[src/fb_pkg.sv]
// framebuffer display package
// geometry, colour types, palette table and the structs shared between blocks
package fb_pkg;

    localparam int cordw = 16;  // signed coordinate width

    // raster, active area inside total
    localparam int h_active = 80;
    localparam int h_total  = 100;
    localparam int v_active = 50;
    localparam int v_total  = 62;

    // framebuffer geometry and placement on screen
    localparam int fb_width  = 32;
    localparam int fb_height = 20;
    localparam int fb_scale  = 2;
    localparam int fb_offx   = 8;  // screen x 8..71
    localparam int fb_offy   = 5;  // screen y 5..44
    localparam int fb_pixels = fb_width * fb_height;
    localparam int fb_addrw  = $clog2(fb_pixels);

    localparam int draw_line = 45;  // render starts here, after fb area
    localparam int lat_addr  = 3;   // address pipeline depth

    typedef logic [3:0] cidx_t;   // colour index
    typedef logic [11:0] colr_t;  // 4 bits each of r, g, b
    typedef logic signed [cordw-1:0] coord_t;

    // red i, green 15-i, blue i xor 5
    localparam colr_t palette [16] = '{
        12'h0F5, 12'h1E4, 12'h2D7, 12'h3C6,
        12'h4B1, 12'h5A0, 12'h693, 12'h782,
        12'h87D, 12'h96C, 12'hA5F, 12'hB4E,
        12'hC39, 12'hD28, 12'hE1B, 12'hF0A
    };

    localparam colr_t bg_colr    = 12'h137;  // outside the fb area
    localparam cidx_t clear_cidx = 4'd0;

    // rectangle, corners inclusive, may lie off the buffer
    typedef struct packed {
        coord_t x0;
        coord_t y0;
        coord_t x1;
        coord_t y1;
        cidx_t  cidx;
    } rect_t;

    // raster position and flags
    typedef struct packed {
        coord_t sx;
        coord_t sy;
        logic   de;     // active area
        logic   frame;  // pulse at 0,0
        logic   line;   // pulse at sx 0
    } scan_t;

    // one pixel from the renderer
    typedef struct packed {
        coord_t x;
        coord_t y;
        cidx_t  cidx;
        logic   valid;
    } draw_px_t;

    // display output, 8 bits per channel
    typedef struct packed {
        coord_t     sx;
        coord_t     sy;
        logic       de;
        logic       frame;
        logic [7:0] r;
        logic [7:0] g;
        logic [7:0] b;
    } rgb_out_t;

endpackage
[src/fb_display_top.sv]
// framebuffer display top
// timing, rectangle render into the framebuffer, linebuffer readout and paint
module fb_display_top (
    input  logic             clk_sys,
    input  logic             rst_sys,
    input  fb_pkg::rect_t    rect,
    output logic             busy,
    output fb_pkg::rgb_out_t pix  // 3 cycles behind the raster
);

    fb_pkg::scan_t                 scan;
    logic                          draw_start;
    fb_pkg::draw_px_t              draw_px;
    logic [fb_pkg::fb_addrw-1:0]   fb_addr_write;
    logic [fb_pkg::fb_addrw-1:0]   fb_addr_read;
    fb_pkg::cidx_t                 fb_cidx_write;
    fb_pkg::cidx_t                 fb_cidx_read;
    logic                          fb_we;
    fb_pkg::cidx_t                 lb_cidx;

    display_timing timing_i (
        .clk_sys    (clk_sys),
        .rst_sys    (rst_sys),
        .scan       (scan),
        .draw_start (draw_start)
    );

    render_rect render_i (
        .clk_sys    (clk_sys),
        .rst_sys    (rst_sys),
        .draw_start (draw_start),
        .rect       (rect),
        .px         (draw_px),
        .busy       (busy)
    );

    // pixel to address, write enable already clipped
    bitmap_addr addr_i (
        .clk_sys (clk_sys),
        .rst_sys (rst_sys),
        .px      (draw_px),
        .addr    (fb_addr_write),
        .cidx    (fb_cidx_write),
        .we      (fb_we)
    );

    // 32x20 framebuffer, single buffered
    bram_sdp #(
        .entry_t (fb_pkg::cidx_t),
        .depth   (fb_pkg::fb_pixels)
    ) fb_mem_i (
        .clk_sys    (clk_sys),
        .we         (fb_we),
        .addr_write (fb_addr_write),
        .data_in    (fb_cidx_write),
        .addr_read  (fb_addr_read),
        .data_out   (fb_cidx_read)
    );

    linebuffer lb_i (
        .clk_sys (clk_sys),
        .rst_sys (rst_sys),
        .scan    (scan),
        .fb_addr (fb_addr_read),
        .fb_data (fb_cidx_read),
        .cidx    (lb_cidx)
    );

    paint_out paint_i (
        .clk_sys (clk_sys),
        .rst_sys (rst_sys),
        .scan    (scan),
        .cidx    (lb_cidx),
        .pix     (pix)
    );

endmodule

[src/paint_out.sv]
// paint stage, palette lookup then registered rgb output
// background outside the fb area, black in blanking, 4-bit channels doubled to 8
module paint_out (
    input  logic             clk_sys,
    input  logic             rst_sys,
    input  fb_pkg::scan_t    scan,
    input  fb_pkg::cidx_t    cidx,  // one cycle behind scan
    output fb_pkg::rgb_out_t pix
);

    fb_pkg::scan_t s1;        // lines up with cidx
    fb_pkg::scan_t s2;        // lines up with colr
    fb_pkg::colr_t colr;
    fb_pkg::colr_t colr_sel;
    logic          in_fb;

    always_ff @(posedge clk_sys) begin
        if (rst_sys) begin
            s1 <= '0;
            s2 <= '0;
        end else begin
            s1 <= scan;
            s2 <= s1;
        end
    end

    always_ff @(posedge clk_sys) colr <= fb_pkg::palette[cidx];  // lookup

    always_comb begin
        in_fb = (s2.sx >= fb_pkg::fb_offx)
            && (s2.sx < fb_pkg::fb_offx + fb_pkg::fb_width * fb_pkg::fb_scale)
            && (s2.sy >= fb_pkg::fb_offy)
            && (s2.sy < fb_pkg::fb_offy + fb_pkg::fb_height * fb_pkg::fb_scale);
        if (!s2.de) colr_sel = '0;
        else if (in_fb) colr_sel = colr;
        else colr_sel = fb_pkg::bg_colr;
    end

    always_ff @(posedge clk_sys) begin
        if (rst_sys) begin
            pix <= '0;
        end else begin
            pix.sx    <= s2.sx;
            pix.sy    <= s2.sy;
            pix.de    <= s2.de;
            pix.frame <= s2.frame;
            pix.r     <= {2{colr_sel[11:8]}};
            pix.g     <= {2{colr_sel[7:4]}};
            pix.b     <= {2{colr_sel[3:0]}};
        end
    end

endmodule

[src/linebuffer.sv]
// ping-pong linebuffer
// prefetches one framebuffer row per line into the idle bank, plays it out at scale 2
module linebuffer (
    input  logic                        clk_sys,
    input  logic                        rst_sys,
    input  fb_pkg::scan_t               scan,
    output logic [fb_pkg::fb_addrw-1:0] fb_addr,
    input  fb_pkg::cidx_t               fb_data,  // one cycle after fb_addr
    output fb_pkg::cidx_t               cidx
);

    logic [$clog2(fb_pkg::fb_width)-1:0]  fill_col;    // fb column being read
    logic [$clog2(fb_pkg::fb_width)-1:0]  fill_col_q;  // matches fb_data
    logic [$clog2(fb_pkg::fb_height)-1:0] fill_row;
    logic                                 fill_act;    // read in progress
    logic                                 fill_we;
    logic                                 rd_bank;     // bank shown this line
    logic                                 rd_bank_q;
    fb_pkg::coord_t                       next_sy;
    fb_pkg::coord_t                       next_row;
    logic                                 next_in_fb;
    fb_pkg::coord_t                       rd_x;        // scaled read column
    fb_pkg::cidx_t                        bank0_q;
    fb_pkg::cidx_t                        bank1_q;

    // look at the line that follows this one
    always_comb begin
        if (scan.sy == fb_pkg::coord_t'(fb_pkg::v_total - 1)) next_sy = '0;
        else next_sy = fb_pkg::coord_t'(scan.sy + 1);
        next_in_fb = (next_sy >= fb_pkg::fb_offy)
            && (next_sy < fb_pkg::fb_offy + fb_pkg::fb_height * fb_pkg::fb_scale);
        next_row = fb_pkg::coord_t'((next_sy - fb_pkg::coord_t'(fb_pkg::fb_offy))
            / fb_pkg::coord_t'(fb_pkg::fb_scale));
    end

    always_ff @(posedge clk_sys) begin
        if (rst_sys) begin
            rd_bank   <= 1'b0;
            rd_bank_q <= 1'b0;
            fill_act  <= 1'b0;
            fill_we   <= 1'b0;
            fill_col  <= '0;
        end else begin
            rd_bank_q <= rd_bank;
            fill_we   <= fill_act;  // ram read latency
            if (scan.line) begin
                rd_bank <= ~rd_bank;  // swap at line start
                if (next_in_fb) begin
                    fill_act <= 1'b1;
                    fill_col <= '0;
                end
            end else if (fill_act) begin
                if (fill_col == ($clog2(fb_pkg::fb_width))'(fb_pkg::fb_width - 1)) begin
                    fill_act <= 1'b0;  // whole row read
                end
                fill_col <= fill_col + 1'b1;
            end
        end
    end

    always_ff @(posedge clk_sys) begin
        fill_col_q <= fill_col;
        if (scan.line && next_in_fb) fill_row <= ($clog2(fb_pkg::fb_height))'(next_row);
    end

    always_comb fb_addr = fb_pkg::fb_addrw'(fill_row * fb_pkg::fb_width)
        + fb_pkg::fb_addrw'(fill_col);

    // column (sx - offx) / scale, junk outside the fb area
    always_comb rd_x = fb_pkg::coord_t'((scan.sx - fb_pkg::coord_t'(fb_pkg::fb_offx))
        / fb_pkg::coord_t'(fb_pkg::fb_scale));

    // write goes to the bank not on show
    bram_sdp #(
        .entry_t (fb_pkg::cidx_t),
        .depth   (fb_pkg::fb_width)
    ) bank0_i (
        .clk_sys    (clk_sys),
        .we         (fill_we && rd_bank),
        .addr_write (fill_col_q),
        .data_in    (fb_data),
        .addr_read  (rd_x[$clog2(fb_pkg::fb_width)-1:0]),
        .data_out   (bank0_q)
    );

    bram_sdp #(
        .entry_t (fb_pkg::cidx_t),
        .depth   (fb_pkg::fb_width)
    ) bank1_i (
        .clk_sys    (clk_sys),
        .we         (fill_we && !rd_bank),
        .addr_write (fill_col_q),
        .data_in    (fb_data),
        .addr_read  (rd_x[$clog2(fb_pkg::fb_width)-1:0]),
        .data_out   (bank1_q)
    );

    always_comb cidx = rd_bank_q ? bank1_q : bank0_q;  // select lines up with ram data

endmodule

[src/bram_sdp.sv]
// simple dual-port ram, one write port and one registered read port
// entry type is a parameter so one block serves framebuffer and linebuffer
module bram_sdp #(
    parameter type entry_t = logic [7:0],
    parameter int  depth   = 256
) (
    input  logic                     clk_sys,
    input  logic                     we,
    input  logic [$clog2(depth)-1:0] addr_write,
    input  entry_t                   data_in,
    input  logic [$clog2(depth)-1:0] addr_read,
    output entry_t                   data_out
);

    entry_t mem [depth];

    always_ff @(posedge clk_sys) begin
        if (we) mem[addr_write] <= data_in;
    end

    // one cycle read latency
    always_ff @(posedge clk_sys) begin
        data_out <= mem[addr_read];
    end

endmodule

[src/bitmap_addr.sv]
// framebuffer address pipeline, three stages
// clips off-buffer pixels and turns x,y into a linear address
module bitmap_addr (
    input  logic                         clk_sys,
    input  logic                         rst_sys,
    input  fb_pkg::draw_px_t             px,
    output logic [fb_pkg::fb_addrw-1:0]  addr,
    output fb_pkg::cidx_t                cidx,
    output logic                         we
);

    logic [fb_pkg::lat_addr-1:0] vld_sr;  // valid delay line
    fb_pkg::coord_t              row1;
    fb_pkg::coord_t              x1;
    fb_pkg::coord_t              x2;
    fb_pkg::coord_t              prod2;   // row * width
    fb_pkg::cidx_t               cidx1;
    fb_pkg::cidx_t               cidx2;
    logic                        clip1;
    logic                        clip2;
    logic                        clip3;

    always_ff @(posedge clk_sys) begin
        if (rst_sys) vld_sr <= '0;
        else vld_sr <= {vld_sr[fb_pkg::lat_addr-2:0], px.valid};
    end

    // stage 1, clip test and row
    always_ff @(posedge clk_sys) begin
        clip1 <= (px.x < 0) || (px.x >= fb_pkg::fb_width)
              || (px.y < 0) || (px.y >= fb_pkg::fb_height);
        row1  <= px.y;
        x1    <= px.x;
        cidx1 <= px.cidx;
    end

    // stage 2, row offset
    always_ff @(posedge clk_sys) begin
        prod2 <= fb_pkg::coord_t'(row1 * fb_pkg::fb_width);  // garbage if clipped
        x2    <= x1;
        cidx2 <= cidx1;
        clip2 <= clip1;
    end

    // stage 3, add column
    always_ff @(posedge clk_sys) begin
        addr  <= fb_pkg::fb_addrw'(prod2 + x2);
        cidx  <= cidx2;
        clip3 <= clip2;
    end

    always_comb we = vld_sr[fb_pkg::lat_addr-1] && !clip3;  // no write when clipped

endmodule

[src/render_rect.sv]
// rectangle renderer
// clears the whole framebuffer, then walks one rectangle, one pixel per cycle
module render_rect (
    input  logic             clk_sys,
    input  logic             rst_sys,
    input  logic             draw_start,
    input  fb_pkg::rect_t    rect,
    output fb_pkg::draw_px_t px,
    output logic             busy
);

    typedef enum logic [1:0] {
        st_idle,
        st_clear,
        st_fill
    } state_t;

    state_t         state;
    fb_pkg::rect_t  r;      // latched at draw_start
    fb_pkg::coord_t x;      // walk position, shared by clear and fill
    fb_pkg::coord_t y;
    logic           empty;  // nothing to fill

    always_comb empty = (r.x1 < r.x0) || (r.y1 < r.y0);

    always_ff @(posedge clk_sys) begin
        if (rst_sys) begin
            state <= st_idle;
            x     <= '0;
            y     <= '0;
        end else begin
            case (state)
                st_idle: begin
                    if (draw_start) begin  // starts while busy are dropped
                        r     <= rect;
                        x     <= '0;
                        y     <= '0;
                        state <= st_clear;
                    end
                end
                st_clear: begin
                    if (x == fb_pkg::coord_t'(fb_pkg::fb_width - 1)) begin
                        x <= '0;
                        if (y == fb_pkg::coord_t'(fb_pkg::fb_height - 1)) begin
                            // buffer cleared, move to the rectangle
                            x     <= r.x0;
                            y     <= r.y0;
                            state <= empty ? st_idle : st_fill;
                        end else begin
                            y <= y + 1'b1;
                        end
                    end else begin
                        x <= x + 1'b1;
                    end
                end
                st_fill: begin
                    if (x == r.x1) begin
                        x <= r.x0;  // back to left edge
                        if (y == r.y1) begin
                            state <= st_idle;  // last pixel
                        end else begin
                            y <= y + 1'b1;
                        end
                    end else begin
                        x <= x + 1'b1;
                    end
                end
                default: state <= st_idle;
            endcase
        end
    end

    // pixel out follows the walk directly
    always_comb begin
        px.x     = x;
        px.y     = y;
        px.cidx  = (state == st_fill) ? r.cidx : fb_pkg::clear_cidx;
        px.valid = (state != st_idle);
        busy     = (state != st_idle);
    end

endmodule

[src/display_timing.sv]
// display timing, raster counters for the 80x50 active area in a 100x62 frame
// flags are registered together with the coordinates they belong to
module display_timing (
    input  logic          clk_sys,
    input  logic          rst_sys,
    output fb_pkg::scan_t scan,
    output logic          draw_start  // start of render line
);

    fb_pkg::coord_t nx;  // next position
    fb_pkg::coord_t ny;
    logic           n_de;

    // step the raster
    always_comb begin
        nx = fb_pkg::coord_t'(scan.sx + 1);
        ny = scan.sy;
        if (scan.sx == fb_pkg::coord_t'(fb_pkg::h_total - 1)) begin
            nx = '0;  // wrap line
            if (scan.sy == fb_pkg::coord_t'(fb_pkg::v_total - 1)) begin
                ny = '0;  // wrap frame
            end else begin
                ny = fb_pkg::coord_t'(scan.sy + 1);
            end
        end
        n_de = (nx < fb_pkg::h_active) && (ny < fb_pkg::v_active);
    end

    always_ff @(posedge clk_sys) begin
        if (rst_sys) begin
            scan.sx    <= '0;
            scan.sy    <= '0;
            scan.de    <= 1'b1;  // 0,0 is active
            scan.frame <= 1'b0;
            scan.line  <= 1'b0;
            draw_start <= 1'b0;
        end else begin
            scan.sx    <= nx;
            scan.sy    <= ny;
            scan.de    <= n_de;
            scan.frame <= (nx == 0) && (ny == 0);
            scan.line  <= (nx == 0);  // every line, blanking too
            // render begins once the fb area has been shown
            draw_start <= (nx == 0) && (ny == fb_pkg::coord_t'(fb_pkg::draw_line));
        end
    end

endmodule

[config.mk]
export PLATFORM = sky130hd
export DESIGN_NAME = fb_display_top
export DESIGN_NICKNAME = d
export VERILOG_FILES = /design/src/fb_pkg.sv /design/src/fb_display_top.sv /design/src/paint_out.sv /design/src/linebuffer.sv /design/src/bram_sdp.sv /design/src/bitmap_addr.sv /design/src/render_rect.sv /design/src/display_timing.sv
export SDC_FILE = /design/constraint.sdc
export NUM_CORES = 2
export LEC_CHECK = 0
export ABC_AREA = 1
export BUFFER_PORTS_ARGS = -buffer_cell sky130_fd_sc_hd__buf_4
export CORE_MARGIN = 1
export CORE_UTILIZATION = 56
export CTS_CLUSTER_SIZE = 25
export DETAILED_ROUTE_END_ITERATION = 8
export PLACE_DENSITY_LB_ADDON = 0.2
export SLEW_MARGIN = 20
export SYNTH_ARGS = -nofsm -noshare
export SYNTH_HDL_FRONTEND = slang
export SYNTH_SLANG_ARGS = --single-unit
[constraint.sdc]
create_clock -name clk_sys -period 11.48 [get_ports clk_sys]
set_input_delay 2.296 -clock clk_sys [delete_from_list [all_inputs] [get_ports clk_sys]]
set_output_delay 2.296 -clock clk_sys [all_outputs]
set_load 0.005 [all_outputs]
==> results.md <==
- Clock Latency Late Sink: 960 ps
- Vias after detailed routing: 89300
- Final WL: 352 mm
- Final antenna-violating net count: 0
- Synth warnings: 0
- Reg2reg start: lb_i.fill_col[1]
- Reg area: 92300 µm²
- Worst-margin pin slew: 1280 ps
- Static Leakage: 52.7 nW
- MaxCap Viol Count: 0
- Drt drc: 0
- Drt wl/cell: 23.3 µm
- Total core area: 233000 µm²
- Initial DRC Count: 10900
- Crit path launch type: register
- Met1 Wirelength: 137 mm
- Vias/cell: 5.92
- Clock Sinks: 3163
- Comb pwr share: 0.011
- Setup Fix Bufs, Post-CTS: 0
- Highest Clock Rate: 197 MHz
- Clock power share: 0.458
- Data arrival time of the critical path: 5880 ps
- Max-slew headroom: 0.149
- RSZ-0062 raised after global routing: no
- Vias in the first global route: 87100
- Slowest CP cell: inv_8
- CTS tree: built
- Critical Path Max Stage Delay: 770 ps
- Layout area overhead: 10.4%
- Commonest cells after routing, fill and taps aside: edfxtp_1 (2889), nor2_1 (2491), nand2_1 (2173)
- Worst-path clk slew: 60 ps
- Die area: 236000 µm²
- DR top layer: met5
- Congestion Overflow GR: 0
- Final setup skew: 49.9 ps
- Largest cells by area after synthesis: edfxtp_1 (66%), nor2_1 (7.2%), nand2_1 (6.3%)
- Area post-placement: 134000 µm²
- Design Area, Final: 145000 µm²
- Async S/R FF share, synth: 0
- Post-Syn Instances: 11900
- R2r setup slk: 6420 ps
- Worst Path Required: 12290 ps
- Multi-input gate area: 33200 µm²
- Setup crit end kind: register
- Unique masters post-synth: 48
- Post-synth EDFFs: 2889
- Die Span Y: 486 µm
- Post-cts gate resize count: 0
- Worst VDD drop: 0.225 mV
- Root Driver: clkbuf_16
- Die W: 486 µm
- Starting Density: 0.563
- Average cell area after synthesis: 11.0 µm²
- # nets final: 11900
- Synth Flop Type: edfxtp_1
- Fill cells: 18000
- Crit path cell chain: inv_8 > buf_4 > buf_4 > nand3_1 > nand3_1 > nand2_1 > nor2_1 > nand2_1 > nand3_1 > nand3_1 > nand3_1 > nand3_1 > nand3_1 > nand2_1
- Worst hold path class: register to register
- FP Rows: 177
- Outcome: complete, no violations
- CP Launch Point: lb_i.fill_col[1]
- Seq pwr share: 0.531
- Mapped cell area: 131000 µm²
- Synthesized Nets: 12100
- Routability congestion estimate from global placement: 0.866
- Peak fanout along the critical path: 143
- Psw: 4.53 mW
- Final worst path period share: 0.441
- Met2 wire length: 163 mm
- Number of buffers created by CTS: 334
- Fin crit period: 5060 ps
- Share of cells above drive strength 1: 0.0718
- Cts hold-fix bufs: 0
- End point of the critical path: fb_mem_i.data_out[1]
- PortBufs: 128
- Fin. max-slew vios: 0
- Met3 wire length: 35.1 mm
- Fin Setup TNS: 0 ps
- Crit path kind: register to register
- GRT Total Usage: 0.296
- Commonest non-fill, non-tap cell in the layout: edfxtp_1
- Largest area contributor in the netlist: edfxtp_1
- PD cells: 162 nW/µm²
- Largest net degree at the start of global routing: 195
- Sequential area share after synthesis: 0.704
- Sw frac: 0.194
- # setup viols final: 0
- Max H-tree Level: 5
- Longest Clk Path Bufs: 4
- FF-to-FF path depth: 14
- R2R Path End: fb_mem_i.data_out[1]
- Global-route wire length before repair: 527 mm
- WHS: 296 ps
- CP dominant cell by count: nand3_1
- DRT Pass-1 Iters: 6
- Hpwl dp: 195 mm
- Initial antenna violation count: 16
- Share of the synthesized area in the top cell type: 0.663
- Yosys reg bits: 3163
- I/O pin total: 129
- Final hold viol count: 0
- Internal power: 18.8 mW
## state kept, by name, indices dropped and copies added, names as in the netlist, 34 cells and up
| register | cells |
|---|---|
| render_i.r | 68 |
| paint_i.s1 | 34 |
| timing_i.scan | 35 |
| paint_i.s2 | 34 |
| lb_i.bank1_i.mem | 128 |
| paint_i.pix | 44 |
| lb_i.bank0_i.mem | 128 |
| fb_mem_i.mem | 2560 |
## Yosys cell counts (2+ instances only)
cell	number
clkinv_1	4
dfxtp_1	274
nand2_1	2207
nor2_1	2495
buf_2	208
buf_8	2
buf_6	20
nor2_2	3
o21bai_1	2
buf_1	103
nand3_2	3
o21ai_0	885
nand4_1	53
nor4_1	8
inv_2	6
clkbuf_1	376
and2_1	3
xnor2_1	45
o21ai_1	47
nor3_1	73
edfxtp_1	2889
o221ai_1	58
o22ai_1	95
mux2i_1	25
or2_2	36
xor2_1	34
ha_1	56
and3_1	3
o21a_1	2
a21oi_1	219
inv_1	573
o32ai_1	40
buf_4	47
o211ai_1	93
a31oi_1	11
nand3_1	916
## per-stage QoR
step / instances / total power, mW / setup WS (ps) / utilization
2_1_floorplan: 11900 / 12.8 / 1590 / -
3_3_place_gp: 14500 / 12.9 / 6680 / 0.575
3_5_place_dp: 14500 / 12.9 / 6640 / 0.575
4_1_cts: 15100 / 23.5 / 6640 / 0.622
5_1_grt: 15100 / 23.9 / 6290 / 0.622
6_report: 15100 / 23.4 / 6420 / 0.622
## kinds of logic after synthesis
| kind of cell | count (synthesis) | share of synthesized area |
|---|---|---|
| compound gates | 1455 | 0.0614 |
| xor+xnor | 80 | 0.00541 |
| fa+ha+maj | 57 | 0.00550 |
| buf+inv | 1340 | 0.0431 |
| flops | 3163 | 0.704 |
| mux | 25 | 0.00191 |
| simple gates | 5806 | 0.178 |
## worst max-delay path: cells and delay by family (launching register included)
family	cells	cell delay, ps
simple gates	11	2070
flops	1	540
buf+inv	3	2210
## power by group through the flow
stage	Sequential, mW	Clock (mW)	Combinational (mW)
floorplan	12.7	0	0.167
global placement	12.7	0	0.247
detailed placement	12.7	0	0.250
CTS	12.4	10.8	0.252
global route	12.4	11.2	0.278
finish	12.4	10.7	0.255
## how the worst min path moves through the flow
stage	cells after the start	slack [ps]	end	startpoint
after global placement	0	310	addr_i.x2[4]	addr_i.x1[4]
final	0	300	addr_i.cidx[0]	addr_i.cidx2[0]
after global routing	0	310	addr_i.cidx[0]	addr_i.cidx2[0]
after floorplan	0	310	addr_i.addr[0]	addr_i.x2[0]
after CTS	0	300	addr_i.cidx[0]	addr_i.cidx2[0]
after detailed placement	0	310	addr_i.cidx[0]	addr_i.cidx2[0]
## layout make-up
cell class	instances	area share
antenna	4	0.0000692
clock buffer	411	0.0623
clock inverter	180	0.0125
inverter	584	0.0155
multi-input combinational	7423	0.230
sequential	3163	0.638
tap	3043	0.0263
timing repair buffer	272	0.0152
## per-layer routing
metal	vias up	GRT usage
li1	40600	-
met1	43200	0.399
met2	4598	0.472
met3	783	0.0569
met4	4	0.128
met5	-	0
Note: power is estimated with default switching activity, not from simulation.
